$ cat src/design/debug_unit_config.svh
`ifndef DEBUG_UNIT_CONFIG_SVH
`define DEBUG_UNIT_CONFIG_SVH

// UART byte and processor word
`define DU_BYTE_W       8
`define DU_WORD_W       32

// Instruction loading
`define DU_ADDR_STEP    4                   // Byte address step per word
`define DU_WORD_BYTES   4                   // Bytes per instruction, MSB first
`define DU_HALT_WORD    32'hFFFF_FFFF       // Last word of a program

// Pipeline latch groups, in dump order
`define DU_ID_EX_W      144
`define DU_EX_MEM_W     32
`define DU_MEM_WB_W     48
`define DU_WB_ID_W      40
`define DU_CONTROL_W    24

// Whole snapshot
`define DU_DUMP_W       (`DU_ID_EX_W + `DU_EX_MEM_W + `DU_MEM_WB_W + `DU_WB_ID_W + `DU_CONTROL_W)
`define DU_DUMP_BYTES   36                  // DU_DUMP_W / DU_BYTE_W

`endif

$ cat src/design/debug_unit_pkg.sv
`default_nettype none

`include "debug_unit_config.svh"

package debug_unit_pkg;

    typedef logic [`DU_BYTE_W-1:0] byte_t;      // One UART byte
    typedef logic [`DU_WORD_W-1:0] word_t;      // Instruction or address
    typedef logic [`DU_DUMP_W-1:0] dump_t;      // ID_EX in the MSBs, CONTROL in the LSBs

    // Host command bytes, one-hot
    typedef enum logic [7:0] {
        CMD_LOAD  = 8'h01,
        CMD_DEBUG = 8'h02,
        CMD_RUN   = 8'h04,
        CMD_STEP  = 8'h08,
        CMD_END   = 8'h10
    } cmd_e;

    typedef enum logic [2:0] {
        ST_IDLE,                                // Waiting for load, debug or run
        ST_LOAD,                                // Bytes go to the loader
        ST_DEBUG,                               // Waiting for step or end
        ST_RUN,                                 // Free running until i_end
        ST_DUMP                                 // Latch dump in progress
    } ctrl_state_e;

    typedef enum logic [1:0] {
        DS_IDLE,
        DS_SEND,                                // Start pulse for one byte
        DS_WAIT                                 // Waiting for transmitter done
    } dump_state_e;

endpackage

`default_nettype wire

$ cat src/design/debug_ctrl.sv
`timescale 1ns/1ns
`default_nettype none

`include "debug_unit_config.svh"

module debug_ctrl
    import debug_unit_pkg::*;
(
    input  wire         clk,
    input  wire         i_rst_n,
    input  wire byte_t  i_rx,
    input  wire         i_rx_done,
    input  wire         i_end,
    input  wire         i_halt,
    input  wire         i_dump_done,
    output logic        o_load_en,
    output logic        o_dump_start,
    output logic        o_step,
    output logic        o_start
);

    ctrl_state_e    state_q;
    ctrl_state_e    state_d;
    cmd_e           rx_cmd;
    logic           debug_q;                    // Set while in a debug session
    logic           debug_d;
    logic           step_d;
    logic           dump_start_d;

    assign rx_cmd = cmd_e'(i_rx);

    always_comb begin
        state_d      = state_q;
        debug_d      = debug_q;
        step_d       = 1'b0;
        dump_start_d = 1'b0;

        case (state_q)
            ST_IDLE: begin
                if (i_rx_done) begin
                    case (rx_cmd)
                        CMD_LOAD: begin
                            state_d = ST_LOAD;
                        end
                        CMD_DEBUG: begin
                            state_d = ST_DEBUG;
                            debug_d = 1'b1;
                        end
                        CMD_RUN: begin
                            state_d = ST_RUN;
                            debug_d = 1'b0;
                            step_d  = 1'b1;     // Pipeline runs from the next cycle
                        end
                        default: begin
                            state_d = ST_IDLE;  // Unknown byte ignored
                        end
                    endcase
                end
            end
            ST_LOAD: begin
                // Bytes here are instruction data, not commands
                if (i_halt) begin
                    state_d = ST_IDLE;
                end
            end
            ST_DEBUG: begin
                if (i_rx_done) begin
                    case (rx_cmd)
                        CMD_STEP: begin
                            state_d      = ST_DUMP;
                            step_d       = 1'b1;
                            dump_start_d = 1'b1;
                        end
                        CMD_END: begin
                            state_d      = ST_DUMP;
                            debug_d      = 1'b0;
                            dump_start_d = 1'b1;    // Final dump, then idle
                        end
                        default: begin
                            state_d = ST_DEBUG;
                        end
                    endcase
                end
            end
            ST_RUN: begin
                if (i_end) begin
                    state_d      = ST_DUMP;
                    dump_start_d = 1'b1;
                end else begin
                    step_d = 1'b1;
                end
            end
            ST_DUMP: begin
                if (i_dump_done) begin
                    state_d = debug_q ? ST_DEBUG : ST_IDLE;
                end
            end
            default: begin
                state_d = ST_IDLE;
            end
        endcase
    end

    always_ff @(posedge clk or negedge i_rst_n) begin
        if (!i_rst_n) begin
            state_q      <= ST_IDLE;
            debug_q      <= 1'b0;
            o_step       <= 1'b0;
            o_dump_start <= 1'b0;
        end else begin
            state_q      <= state_d;
            debug_q      <= debug_d;
            o_step       <= step_d;
            o_dump_start <= dump_start_d;
        end
    end

    assign o_load_en = (state_q == ST_LOAD);
    // Every dump is entered from run or debug
    assign o_start   = (state_q == ST_RUN) || (state_q == ST_DEBUG) || (state_q == ST_DUMP);

endmodule

`default_nettype wire

$ cat src/design/debug_unit.sv
`timescale 1ns/1ns
`default_nettype none

`include "debug_unit_config.svh"

module debug_unit
    import debug_unit_pkg::*;
(
    input  wire                         clk,
    input  wire                         i_rst_n,

    // UART receiver
    input  wire byte_t                  i_rx,
    input  wire                         i_rx_done,

    // UART transmitter
    output wire                         o_tx_start,
    output byte_t                       o_tx_data,
    input  wire                         i_tx_done,

    // Pipeline
    input  wire                         i_end,
    input  wire [`DU_ID_EX_W-1:0]       i_id_ex,
    input  wire [`DU_EX_MEM_W-1:0]      i_ex_mem,
    input  wire [`DU_MEM_WB_W-1:0]      i_mem_wb,
    input  wire [`DU_WB_ID_W-1:0]       i_wb_id,
    input  wire [`DU_CONTROL_W-1:0]     i_control,
    output word_t                       o_instr,
    output word_t                       o_instr_addr,
    output wire                         o_instr_valid,
    output wire                         o_step,
    output wire                         o_start
);

    wire load_en;                               // Controller in load mode
    wire halt;                                  // Halt word written
    wire dump_start;
    wire dump_done;

    debug_ctrl u_ctrl (
        .clk            (clk),
        .i_rst_n        (i_rst_n),
        .i_rx           (i_rx),
        .i_rx_done      (i_rx_done),
        .i_end          (i_end),
        .i_halt         (halt),
        .i_dump_done    (dump_done),
        .o_load_en      (load_en),
        .o_dump_start   (dump_start),
        .o_step         (o_step),
        .o_start        (o_start)
    );

    instr_loader u_loader (
        .clk            (clk),
        .i_rst_n        (i_rst_n),
        .i_load_en      (load_en),
        .i_rx           (i_rx),
        .i_rx_done      (i_rx_done),
        .o_instr        (o_instr),
        .o_instr_addr   (o_instr_addr),
        .o_instr_valid  (o_instr_valid),
        .o_halt         (halt)
    );

    latch_dumper u_dumper (
        .clk            (clk),
        .i_rst_n        (i_rst_n),
        .i_dump_start   (dump_start),
        .i_id_ex        (i_id_ex),
        .i_ex_mem       (i_ex_mem),
        .i_mem_wb       (i_mem_wb),
        .i_wb_id        (i_wb_id),
        .i_control      (i_control),
        .i_tx_done      (i_tx_done),
        .o_tx_start     (o_tx_start),
        .o_tx_data      (o_tx_data),
        .o_dump_done    (dump_done)
    );

endmodule

`default_nettype wire

$ cat src/design/instr_loader.sv
`timescale 1ns/1ns
`default_nettype none

`include "debug_unit_config.svh"

module instr_loader
    import debug_unit_pkg::*;
(
    input  wire         clk,
    input  wire         i_rst_n,
    input  wire         i_load_en,
    input  wire byte_t  i_rx,
    input  wire         i_rx_done,
    output word_t       o_instr,
    output word_t       o_instr_addr,
    output logic        o_instr_valid,
    output logic        o_halt
);

    localparam int CNT_W = $clog2(`DU_WORD_BYTES);

    logic [CNT_W-1:0] byte_cnt;
    word_t            word_q;
    word_t            word_next;
    word_t            addr_q;
    logic             byte_in;
    logic             last_byte;

    assign byte_in   = i_load_en && i_rx_done;
    assign last_byte = byte_in && (byte_cnt == CNT_W'(`DU_WORD_BYTES - 1));

    // New byte enters at the bottom, so the first byte ends up as MSB
    assign word_next = {word_q[`DU_WORD_W-`DU_BYTE_W-1:0], i_rx};

    always_ff @(posedge clk or negedge i_rst_n) begin
        if (!i_rst_n) begin
            byte_cnt <= '0;
        end else if (!i_load_en) begin
            byte_cnt <= '0;                     // Realign on every new load
        end else if (byte_in) begin
            byte_cnt <= last_byte ? '0 : byte_cnt + 1'b1;
        end
    end

    always_ff @(posedge clk) begin
        if (byte_in) begin
            word_q <= word_next;
        end
    end

    // Strobe and halt flag line up with the completed word
    always_ff @(posedge clk or negedge i_rst_n) begin
        if (!i_rst_n) begin
            o_instr_valid <= 1'b0;
            o_halt        <= 1'b0;
        end else begin
            o_instr_valid <= last_byte;
            o_halt        <= last_byte && (word_next == `DU_HALT_WORD);
        end
    end

    // Address moves on after the strobe cycle
    always_ff @(posedge clk or negedge i_rst_n) begin
        if (!i_rst_n) begin
            addr_q <= '0;
        end else if (!i_load_en) begin
            addr_q <= '0;
        end else if (o_instr_valid) begin
            addr_q <= addr_q + word_t'(`DU_ADDR_STEP);
        end
    end

    assign o_instr      = word_q;
    assign o_instr_addr = addr_q;

endmodule

`default_nettype wire

$ cat src/design/latch_dumper.sv
`timescale 1ns/1ns
`default_nettype none

`include "debug_unit_config.svh"

module latch_dumper
    import debug_unit_pkg::*;
(
    input  wire                         clk,
    input  wire                         i_rst_n,
    input  wire                         i_dump_start,
    input  wire [`DU_ID_EX_W-1:0]       i_id_ex,
    input  wire [`DU_EX_MEM_W-1:0]      i_ex_mem,
    input  wire [`DU_MEM_WB_W-1:0]      i_mem_wb,
    input  wire [`DU_WB_ID_W-1:0]       i_wb_id,
    input  wire [`DU_CONTROL_W-1:0]     i_control,
    input  wire                         i_tx_done,
    output logic                        o_tx_start,
    output byte_t                       o_tx_data,
    output logic                        o_dump_done
);

    localparam int IDX_W = $clog2(`DU_DUMP_BYTES);
    localparam logic [IDX_W-1:0] LAST_IDX = IDX_W'(`DU_DUMP_BYTES - 1);

    dump_state_e        state_q;
    logic [IDX_W-1:0]   idx_q;
    dump_t              snap_q;
    logic               capture;
    logic               byte_sent;

    assign capture   = (state_q == DS_IDLE) && i_dump_start;
    assign byte_sent = (state_q == DS_WAIT) && i_tx_done;

    always_ff @(posedge clk or negedge i_rst_n) begin
        if (!i_rst_n) begin
            state_q     <= DS_IDLE;
            idx_q       <= '0;
            o_dump_done <= 1'b0;
        end else begin
            o_dump_done <= 1'b0;
            case (state_q)
                DS_IDLE: begin
                    if (i_dump_start) begin
                        state_q <= DS_SEND;
                        idx_q   <= '0;
                    end
                end
                DS_SEND: begin
                    state_q <= DS_WAIT;         // Start pulse lasts one cycle
                end
                DS_WAIT: begin
                    if (i_tx_done) begin
                        if (idx_q == LAST_IDX) begin
                            state_q     <= DS_IDLE;
                            o_dump_done <= 1'b1;
                        end else begin
                            state_q <= DS_SEND;
                            idx_q   <= idx_q + 1'b1;
                        end
                    end
                end
                default: begin
                    state_q <= DS_IDLE;
                end
            endcase
        end
    end

    // All five groups are sampled in the same cycle, so the dump is coherent.
    // After each byte the snapshot shifts up and the next byte sits on top.
    always_ff @(posedge clk) begin
        if (capture) begin
            snap_q <= {i_id_ex, i_ex_mem, i_mem_wb, i_wb_id, i_control};
        end else if (byte_sent) begin
            snap_q <= snap_q << `DU_BYTE_W;
        end
    end

    assign o_tx_start = (state_q == DS_SEND);
    assign o_tx_data  = snap_q[`DU_DUMP_W-1 -: `DU_BYTE_W];

endmodule

`default_nettype wire

$ cat config.mk
export PLATFORM = sky130hd
export DESIGN_NAME = debug_unit
export DESIGN_NICKNAME = d
export VERILOG_FILES = /design/src/design/debug_unit_pkg.sv /design/src/design/debug_ctrl.sv /design/src/design/debug_unit.sv /design/src/design/instr_loader.sv /design/src/design/latch_dumper.sv
export VERILOG_INCLUDE_DIRS = /design/src /design/src/design
export SDC_FILE = /design/constraint.sdc
export NUM_CORES = 1
export LEC_CHECK = 0
export ABC_AREA = 1
export ABC_CLOCK_PERIOD_IN_PS = 22700
export BUFFER_PORTS_ARGS = -buffer_cell sky130_fd_sc_hd__buf_2
export CORE_MARGIN = 8
export CORE_UTILIZATION = 59
export DETAILED_ROUTE_END_ITERATION = 16
export GPL_TIMING_DRIVEN = 0
export PLACE_DENSITY = 0.86
export SYNTH_ARGS = -nofsm -noshare
export SYNTH_HDL_FRONTEND = slang
export SYNTH_SLANG_ARGS = --single-unit
export TNS_END_PERCENT = 30
$ cat constraint.sdc
create_clock -name clk -period 22.7 [get_ports clk]
set_input_delay 2.27 -clock clk [delete_from_list [all_inputs] [get_ports clk]]
set_output_delay 2.27 -clock clk [all_outputs]
set_load 0.05 [all_outputs]
# Word level (Yosys, flattened, before mapping)

Index checks and enable logic that the tools add are counted.

$add $sub $neg: 3
Eq/ne operators: 26
Mux-type cells: 42
Reduce and logical (&&, ||, !) cells: 17

Operator list:

| kind                  | number |
|---|---|
| $mux 288              | 2 |
| $mux 32               | 2 |
| $add 32x3->32 const B | 1 |
| $eq 32x32->1 const B  | 1 |
| $ne 2x2->1 const B    | 10 |
| $mux 3                | 6 |
| $mux 6                | 3 |
| $mux 1                | 15 |
| $pmux 3 s5            | 1 |
| $mux 2                | 6 |
| $pmux 2 s3            | 2 |
| $pmux 6 s2            | 1 |
| $reduce_and 5->1      | 2 |
| $eq 8x1->1 const B    | 1 |
| $eq 8x2->1 const B    | 1 |
| $eq 8x3->1 const B    | 1 |
| $eq 8x4->1 const B    | 1 |
| $eq 8x5->1 const B    | 1 |
| $add 6x1->6 const B   | 1 |
| $eq 3x2->1 const B    | 2 |
| $eq 6x6->1 const B    | 1 |
| $pmux 1 s2            | 3 |
| $reduce_bool 2->1     | 3 |
| $logic_and 1x1->1     | 5 |
| 14 further kinds      | 16 |

Bits in registers: 371
Word-level logic and storage cells: 101

# Depth between registers and ports, before layout

Gate-level depths: netlist of the first run.

Depth in word-level cells: 6
Depth in mapped cells: 10
Gate-level depth less buffers: 10

# By module

From an unflattened synthesis of the first run, not the netlist that was laid out.

Cells, all modules: 1753
Area, all modules: 17181.5 sq um

Modules (own cells, without submodules):

| module       | times used | cells an instance | area each (sq um) | sequential area each (sq um) |
|---|---|---|---|---|
| latch_dumper | 1          | 1309              | 13472.9           | 8873.5 |
| instr_loader | 1          | 355               | 3186.8            | 1811.7 |
| debug_ctrl   | 1          | 89                | 521.8             | 150.1 |

# Worst setup path after synthesis of the first run

OpenSTA, ideal clock, no wires.

Path type: input -> register
From: input port i_tx_done
To: register u_dumper.idx_q[2]
Setup time: 0.095 ns
Data arrival time: 10.739 ns
Required time: 22.605 ns
Setup slack: 11.865 ns
Cell stages on the path: 5
Path through: inv_1 -> o21ai_2 -> o21ai_1 -> buf_2 -> o31ai_1

Word-level cells in the longest chain between the ends: 2

RTL lines:

| what                              | RTL line           | source |
|---|---|---|
| start: declaration                | debug_unit.sv:19   | `input wire i_tx_done,` |
| $ne 2x2->1 (no source line)       | -                  |  |
| $reduce_and 4->1 (no source line) | -                  |  |
| end signal: assignment            | latch_dumper.sv:59 | `idx_q <= idx_q + 1'b1;` |
| end: declaration                  | latch_dumper.sv:27 | `logic [IDX_W-1:0] idx_q;` |

Every way passes these cells.
A chain may end at the register's enable or synchronous reset.

# Final worst setup path of the first run

From: register u_ctrl.state_q[0]
To: output port o_start

Word-level cells in the longest chain between the ends: 3

RTL lines:

| what                     | RTL line          | source |
|---|---|---|
| start: declaration       | debug_ctrl.sv:22  | `ctrl_state_e state_q;` |
| start signal: assignment | debug_ctrl.sv:111 | `state_q <= state_d;` |
| $eq 3x2->1               | debug_ctrl.sv:120 | `assign o_start = (state_q == ST_RUN) \|\| (state_q == ST_DEBUG) \|\| (state_q == ST_DUMP);` |
| $logic_or 1x1->1         | debug_ctrl.sv:120 |  |
| $logic_or 1x1->1 *       | debug_ctrl.sv:120 |  |
| end: declaration         | debug_unit.sv:32  | `output wire o_start` |

Mark *: on every way between the ends. The rest lies on a longest branch, timed or not.

==> flow_summary.ini, run 1 <==
[status]
outcome = finished clean

[grt]
grt_use_total_pct = 23.5
grt_pass1_wl_um = 61700
first_global_vias = 11000
antenna_found_initial = 21
grt_max_degree = 50
overflow = 0

[setup_path]
crit_type = flip-flop to output pin
start_kind = flip-flop
cp.arrival_ps = 1860
r2r-end = u_dumper.snap_q[148]$_DFFE_PP_
reg2reg_slack_ps = 20360
r2r-start = u_dumper.state_q[0]$_DFFE_PN0P_
required_ps = 20430
r2r_cells = 7
end_kind = output pin
cp_max_fo = 4

[power]
ir_drop_mv = 0.0826
power_density_nw_per_um2 = 74.4
p_leak_nw = 9.09

[drt]
dr.pass1.iters = 7
drt_iter0_drc = 610
wl_per_cell_um = 21.6
vias = 10500
via_per_inst = 5.39
ant_nets = 0
drc = 0
wl_um = 42100

[clock_tree]
htreeDepth = 2
cts_resized = 0
clockRootBuffer = clkbuf_16
path_clk_slew_ps = 60
clock_latency_ps = 520
holdBufCountCts = 0
cts_sinks = 369
cts_tree = yes
post_cts_buffers = 0
clk_path_buf_depth = 3
cts_buffers = 39

[placement]
hpwl_um = 31200
gp_congestion = 0.889
portBuffers = 374

[flow_run]
max-cap-violations = 0

[sta]
grt_setup_unrepaired = false
worstMarginPinSlew_ps = 1160
skew_ps = 14.5
min_period_ps = 4130
maxSlewViolCount = 0
setup_tns_ps = 0
hold_viol = 0
max_freq_mhz = 242
relSlewSlack_pct = 22.4
period_share_pct = 18.2
setup_viol = 0

[floorplanning]
start_util_pct = 59.6
ios = 377
core_area_um2 = 28500
rows = 62
die_height_um = 186
die_w_um = 186
die_area_um2 = 34500

[worst_hold_path]
hp-class = flip-flop to flip-flop
min-delay-start = u_loader.o_instr[23]$_DFFE_PP_
worstHoldEndpoint = u_loader.o_instr[31]$_DFFE_PP_
min_delay_path_depth = 0

[synth]
ys_ff_latch = 369
synth_top_area_share_pct = 56.5
yosys_warnings = 0
avgSynthCellArea_um2 = 15.6
ys_types = 40
syn_area_um2 = 17000
synth_area_leaders = edfxtp_1 57%, mux2_4 18%, dfrtp_1 7.2%
yosysTopAreaCell = edfxtp_1
syn-instance-count = 1087
yosysSeqAreaShare_pct = 63.7

[final_layout]
drive_gt1_share_pct = 50.5
syn2layout_area_growth_pct = 22.7
layout.nets = 1819
final_core_util_pct = 73.1
state kept, by name, summed over array words and instances, names as in the netlist:
register / cells
u_ctrl.debug_q: 1
u_ctrl.o_step: 1
u_ctrl.o_dump_start: 1
u_loader.o_instr_valid: 1
u_dumper.state_q: 2
u_loader.o_instr_addr: 30
u_ctrl.state_q: 3
u_loader.o_instr: 32
u_loader.byte_cnt: 2
u_loader.o_halt: 1
u_dumper.o_dump_done: 1
u_dumper.snap_q: 288
u_dumper.idx_q: 6
placed cells by master, fill, tap and decap left out, types with 8 or more instances in the layout:
| cell | count |
|---|---|
| mux2_1 | 12 |
| mux2_4 | 200 |
| nand2_1 | 113 |
| buf_2 | 383 |
| nand3_1 | 33 |
| o21ai_0 | 16 |
| clkbuf_1 | 12 |
| edfxtp_1 | 320 |
| inv_1 | 65 |
| buf_4 | 12 |
| nor2_1 | 68 |
| mux2_2 | 68 |
| dfrtp_1 | 49 |
| nand4_1 | 16 |
| a21oi_1 | 13 |
| clkinv_1 | 12 |
| nor3_1 | 12 |
| clkbuf_16 | 40 |
| buf_6 | 26 |
| diode_2 | 17 |
| nor2_2 | 8 |
metrics by stage:
step                      std cells  area, µm²  hold WS [ps]  worst slack, ps  total power, mW
after detailed placement       1858      19600           458            18560            0.968
final                          1947      20900           473            18570             1.55
after global placement         1846      19400           455             8670            0.970
after global routing           1943      20800           492            18470             1.60
after CTS                      1930      20800           472            18560             1.56
after floorplan                1088      17000           462            11870            0.916
synth_stat cells (all sizes together):
master	number
buf	47
inv	70
o21bai	3
o21a	1
nand3	35
xor2	2
a31o	1
and2	1
edfxtp	320
o21ai	21
nor2	81
mux2	280
ha	3
and3	1
xnor2	3
or2	1
nand3b	1
nand2	119
nor3	12
conb	1
dfrtp	49
o31ai	5
nand4	17
a21oi	13
area by class of cell:
class                           count  area, µm²
Multi-Input combinational cell    602       5490
Buffer                             47        428
Clock inverter                     19        124
Inverter                           70        263
Antenna cell                       17       42.5
Tap cell                          384        480
Timing Repair Buffer              386       2140
Clock buffer                       53       1060
Fill cell                        1815       7690
Sequential cell                   369      10800
routing by layer:
| layer | GRT usage, % | part of all wire [%] |
|---|---|---|
| met1 | 27.6 | 37 |
| met2 | 40.8 | 51 |
| met3 | 6.40 | 8.6 |
| met4 | 9.08 | 2.9 |
| met5 | 0 | 0.18 |
kinds of logic (layout without fill, tap and decap cells):
kind of cell | after synthesis | after routing | share of synthesized area [%]
AOI/OAI and AO/OA | 44 | 44 | 1.49
xor gates and xnor gates | 5 | 5 | 0.258
adders and majority gates | 3 | 3 | 0.221
buffers and inverters | 117 | 575 | 4.06
DFF | 369 | 369 | 63.7
muxes | 280 | 280 | 23.0
other | 1 | 19 | 0.0221
and+or+nand+nor | 268 | 268 | 7.24
power by group:
part           internal [mW]  switching (mW)
sequential             0.791          0.0158
combinational         0.0735          0.0761
clock                  0.340           0.255
total                   1.20           0.347
critical path: stages, from the launching register on:
cell and delay, ps:
dfrtp_1 450, nor3_1 430, o21bai_1 180, buf_2 290
how the worst max path moves through the flow:
stage                                             start                              to  depth (start not counted)
after floorplan                               i_tx_done   u_dumper.idx_q[2]$_DFFE_PN0P_                          5
after detailed placement                      i_tx_done  u_dumper.snap_q[124]$_DFFE_PP_                          7
after global placement                        i_tx_done   u_dumper.idx_q[2]$_DFFE_PN0P_                          6
after global routing      u_ctrl.state_q[0]$_DFFE_PN0P_                         o_start                          3
after CTS                 u_ctrl.state_q[0]$_DFFE_PN0P_                         o_start                          3
final                     u_ctrl.state_q[0]$_DFFE_PN0P_                         o_start                          3
Power figures use the tool's default switching activity.
==> run 2: changes to the inputs <==
- ABC_AREA: 1 -> 0
- ABC_CLOCK_PERIOD_IN_PS: 22700 -> 4300
- CORE_UTILIZATION: 59 -> 54
- PLACE_DENSITY: 0.86 -> 0.8
- clock period: 22.7 -> 4.3 ns (I/O delays scaled with it)
==> run 2 against run 1 <==
Final cell count down 7.7%. Sequential power rose to 5.4 times the previous value. Sequential share of layout area up 3.3 points. Sequential cell count unchanged. Hold slack worse by 340 ps.
==> flow_summary.ini, run 2 <==
[status]
outcome = finished clean

[floorplanning]
die_height_um = 187
start_util_pct = 54.9
rows = 62
core_area_um2 = 28800
die_w_um = 187
die_area_um2 = 35000
ios = 377

[clock_tree]
cts_buffers = 38
htreeDepth = 2
path_clk_slew_ps = 60
cts_tree = yes
clk_path_buf_depth = 3
holdBufCountCts = 0
cts_resized = 0
post_cts_buffers = 0
clockRootBuffer = clkbuf_16
clock_latency_ps = 510
cts_sinks = 369

[setup_path]
slowest_stage = nor3b_1
r2r-start = u_dumper.state_q[0]$_DFFE_PN0P_
cp_max_fo = 10
crit_type = flip-flop to flip-flop
path_buf_inv = 3
required_ps = 4550
cp.arrival_ps = 3200
crit_chain = clkbuf_1 -> nor3b_1 -> clkbuf_1 -> buf_2 -> mux2_2
cp.depth = 5
start_kind = flip-flop
crit_start = u_dumper.state_q[0]$_DFFE_PN0P_
cpLargestDelayFamily = buffers and inverters
end_kind = flip-flop
critPathMaxStageDelay_ps = 890
cp_common_cell = clkbuf_1
r2r_cells = 5

[sta]
setup_tns_ps = 0
maxSlewViolCount = 0
max_freq_mhz = 340
worst_slack_ps = 1360
relSlewSlack_pct = 25.8
grt_setup_unrepaired = false
setup_viol = 0
worst_hold_slack_ps = 130
hold_viol = 0
min_period_ps = 2940
skew_ps = 8.76
worstMarginPinSlew_ps = 1100
period_share_pct = 68.4

[synth]
synth_commonest_cells = 320 x edfxtp_1, 282 x mux2_2, 49 x dfrtp_1
syn_area_um2 = 15800
yosysTopAreaCell = edfxtp_1
ys_ff_latch = 369
synth-async-reset-ratio_pct = 13.3
synth_area_leaders = edfxtp_1 61%, mux2_2 20%, dfrtp_1 7.8%
ys_types = 52
dominantRegCellSynth = edfxtp_1
yosysSeqAreaShare_pct = 68.6
avgSynthCellArea_um2 = 16.6
yosys_warnings = 0
syn-instance-count = 951
synth.most_common_cell = edfxtp_1
synth_top_area_share_pct = 60.8
synth_edf_count = 320

[grt]
grt_pass1_wl_um = 57100
first_global_vias = 10300
antenna_found_initial = 15
overflow = 0
grt_use_total_pct = 20.4
grt_max_degree = 50

[final_layout]
drive_gt1_share_pct = 55.1
fill_cells = 1991
final_core_util_pct = 68.2
largest_register_ffs = 288
syn2layout_area_growth_pct = 24.1
top_register = u_dumper.snap_q
final_cell_mix = 401 x buf_2, 320 x edfxtp_1, 282 x mux2_2
layout.nets = 1680
final_common_cell = buf_2

[power]
totalPowerFinal_mw = 8.52
p_leak_nw = 7.35
power_density_nw_per_um2 = 434
ir_drop_mv = 0.388

[worst_hold_path]
hp-class = input port to asynchronous set/reset pin

[drt]
ant_nets = 0
dr.pass1.iters = 5
drt_iter0_drc = 639
via_per_inst = 5.45
vias = 9808
wl_per_cell_um = 20.6
drc = 0
wl_um = 37000

[placement]
portBuffers = 374
hpwl_um = 28200
pre_cts_ws_ps = 1290
gp_congestion = 0.855

[flow_run]
max-cap-violations = 0
==> run 2: changes by cell type in the layout (fill, tap and decap cells not counted), moves of 18 or more <==
cell     before  now
inv_1        65    8
nand2_1     113   26
buf_6        26    1
buf_2       383  401
nand3_1      33   10
mux2_4      200    0
nor2_1       68   21
mux2_2       68  282
==> run 2: routing by layer <==
metal,track usage (%),wire length [µm],vias to the layer above
li1,-,-,4553
met3,7.07,3290,59
met5,0,53,-
met1,23.5,13900,4818
met2,35.9,19100,368
met4,5.22,657,10
==> run 2: metrics by stage <==
step	cells	cell area, µm²
final	1798	19600
after global routing	1796	19600
after CTS	1789	19600
after detailed placement	1720	18400
after global placement	1710	18200
after floorplan	952	15800
==> run 2: worst paths after layout <==
check,end,slack (ps)
min in group clk,u_loader.o_instr[6]$_DFFE_PP_,150
worst max register to register,u_dumper.snap_q[247]$_DFFE_PP_,1360
worst max-delay path,u_dumper.snap_q[247]$_DFFE_PP_,1360
worst min register to register,u_loader.o_instr[23]$_DFFE_PP_,480
worst min-delay path,u_loader.o_instr_addr[14]$_DFFE_PN0P_,130
max in group asynchronous,u_loader.byte_cnt[0]$_DFFE_PN0P_,3480
==> run 2: cell families (layout without fill, tap and decap cells) <==
group / Yosys count / count (layout) / synth area share, %
flip-flops: 369 / 369 / 68.6
multiplexers: 288 / 288 / 20.5
AND/OR/NAND/NOR: 160 / 160 / 5.79
buffers and inverters: 65 / 518 / 2.04
AO/OA/AOI/OAI: 51 / 51 / 2.09
XOR/XNOR: 14 / 14 / 0.776
adder cells (fa/ha/maj): 3 / 3 / 0.238
other: 1 / 11 / 0.0237
==> run 2: report_power, final <==
group,switching (mW),internal [mW],total (mW)
combinational,0.601,0.389,0.990
sequential,0.0938,4.27,4.36
clock,1.32,1.85,3.17
==> run 2: area by class of cell <==
class,count,area [µm²],share of cell area (%)
antenna,9,22.5,0.115
sequential,369,10800,55.2
timing repair buffer,384,2090,10.7
clock inverter,26,201,1.03
multi-input combinational,518,4660,23.8
inverter,8,30.0,0.153
tap,384,480,2.45
buffer,57,293,1.49
clock buffer,43,1000,5.10
==> run 2: worst reg2reg max path, stage by stage (launching register included) <==
cell	delay [ps]
dfrtp_1	360
clkbuf_1	200
nor3b_1	900
clkbuf_1	460
buf_2	390
mux2_2	380
==> run 3: changes to the inputs <==
- ABC_CLOCK_PERIOD_IN_PS: 4300 -> 2600
- CORE_UTILIZATION: 54 -> 49
- PLACE_DENSITY: 0.8 -> 0.77
- clock period: 4.3 -> 2.6 ns (I/O delays scaled with it)
==> run 3 against run 2 <==
Via count grew 0.90%. Routed wire length grew 2.1%. First-iteration DRC count shrank 18%. Die area grew 9.3%. Hold slack lost 110 ps. Clock power grew 78%. Sequential power grew 65%. Sequential cell count is the same. Critical path type unchanged. Largest cell class unchanged. Largest power group unchanged.
==> flow_summary.ini, run 3 (synthesis gave the netlist of run 2 again) <==
[status]
outcome = finished clean

[sta]
worst_slack_ps = 140
worst_hold_slack_ps = 23.4
maxSlewViolCount = 0
worstMarginPinSlew_ps = 1220
period_share_pct = 94.6
min_period_ps = 2460
max_freq_mhz = 406
setup_viol = 0
skew_ps = 8.14
hold_viol = 0
relSlewSlack_pct = 18.3
grt_setup_unrepaired = true

[floorplanning]
start_util_pct = 50.0
rows = 65
die_w_um = 196
die_area_um2 = 38300
die_height_um = 196
core_area_um2 = 31600
ios = 377

[setup_path]
crit_end = u_dumper.snap_q[203]$_DFFE_PP_
r2r-end = u_dumper.snap_q[203]$_DFFE_PP_
r2r_cells = 6
cp_max_fo = 31
start_kind = flip-flop
r2r-start = u_dumper.state_q[1]$_DFFE_PN0P_
path_buf_inv = 4
cp.depth = 6
slowest_stage = nor2_4
crit_start = u_dumper.state_q[1]$_DFFE_PN0P_
required_ps = 2830
end_kind = flip-flop
critPathMaxStageDelay_ps = 570
cpLargestDelayFamily = buffers and inverters
crit_type = flip-flop to flip-flop
reg2reg_slack_ps = 140
crit_chain = mux2i_2 -> nor2_4 -> buf_12 -> buf_16 -> buf_16 -> buf_16
cp_common_cell = buf_16
cp.arrival_ps = 2690

[grt]
grt_max_degree = 50
grt_pass1_wl_um = 57400
antenna_found_initial = 20
first_global_vias = 10400
grt_use_total_pct = 19.0
overflow = 0

[power]
p_clk_share_pct = 38.8
power_density_nw_per_um2 = 729
p_sw_mw = 3.43
p_seq_share_pct = 49.6
power_frac_comb_pct = 11.5
totalPowerFinal_mw = 14.5
power.internal_mw = 11.1
ir_drop_mv = 0.619
p_leak_nw = 7.48
switching_share_pct = 23.6

[clock_tree]
clock_latency_ps = 520
cts_buffers = 40
post_cts_buffers = 0
cts_sinks = 369
clk_path_buf_depth = 3
cts_tree = yes
path_clk_slew_ps = 60
clockRootBuffer = clkbuf_16
htreeDepth = 2

[final_layout]
syn2layout_area_growth_pct = 26.2
fill_cells = 2336
final_cell_mix = 401 x buf_2, 320 x edfxtp_1, 282 x mux2_2
layout.nets = 1697
top_register = u_dumper.snap_q
largest_register_ffs = 288
final_common_cell = buf_2
drive_gt1_share_pct = 54.9

[drt]
wl_per_cell_um = 20.6
ant_nets = 0
via_per_inst = 5.39
wl_um = 37800
drc = 0
dr.pass1.iters = 4
drt_iter0_drc = 526
vias = 9896

[placement]
pre_cts_ws_ps = -487
hpwl_um = 28400
portBuffers = 374
gp_congestion = 0.868

[flow_run]
max-cap-violations = 0

[worst_hold_path]
hp-class = input port to flip-flop
run 3: worst reg2reg max path: cells and delay by family, from the launching register on:
| family | cells | cell delay (ps) |
|---|---|---|
| buffers and inverters | 4 | 920 |
| AND/OR/NAND/NOR | 1 | 570 |
| flip-flops | 1 | 460 |
| multiplexers | 1 | 210 |
run 3: area by class of cell:
type                       instances  area (µm²)  share of cell area (%)
antenna                           12        30.0                   0.151
multi-input combinational        518        4680                    23.4
tap                              402         503                    2.52
inverter                           8        30.0                   0.151
clock inverter                    24         275                    1.38
buffer                            57         295                    1.48
clock buffer                      47        1040                    5.20
sequential                       369       10800                    54.3
timing repair buffer             399        2260                    11.4
run 3: worst min path at each step:
stage	start	endpoint	slack, ps	cells after the start
after detailed placement	u_loader.o_instr[7]$_DFFE_PP_	u_loader.o_instr[15]$_DFFE_PP_	460	0
after CTS	i_ex_mem[5]	u_dumper.snap_q[117]$_DFFE_PP_	3	2
final	i_control[6]	u_dumper.snap_q[6]$_SDFFCE_PN0P_	20	2
after floorplan	i_rst_n	u_ctrl.debug_q$_DFFE_PN0P_	-40	0
after global routing	i_control[0]	u_dumper.snap_q[0]$_SDFFCE_PN0P_	2	2
after global placement	u_loader.o_instr[13]$_DFFE_PP_	u_loader.o_instr[21]$_DFFE_PP_	460	0
run 3: per-stage QoR:
stage / instance area (µm²) / setup TNS, ps / std cells / utilization [%]
global placement: 18200 / -1403280 / 1728 / 57.5
detailed placement: 18400 / -62880 / 1739 / 58.3
finish: 20000 / 0 / 1836 / 63.1
CTS: 19900 / 0 / 1824 / 62.9
global route: 19900 / -268 / 1831 / 63.0
floorplan: 15800 / -796930 / 952 / -
run 3: what timing repair did:
item,in CTS,in global routing
setup endpoints to repair,291,217
hold buffers,14,0
gates resized for setup,2,6
endpoints found under the hold margin,62,0
run 3: metal layers:
metal / vias up / global-route usage, % / routed length, µm
met5: - / 0 / 122
li1: 4586 / - / -
met4: 20 / 6.54 / 1040
met3: 81 / 6.46 / 3290
met1: 4850 / 21.8 / 14200
met2: 359 / 32.8 / 19200
run 3: power by group through the flow:
stage | registers, mW | logic (mW) | clock network, mW
after CTS | 7.21 | 1.68 | 5.78
after detailed placement | 7.33 | 1.66 | 0
after floorplan | 7.55 | 0.794 | 0
after global routing | 7.25 | 1.81 | 5.99
after global placement | 7.43 | 1.48 | 0
final | 7.21 | 1.68 | 5.64
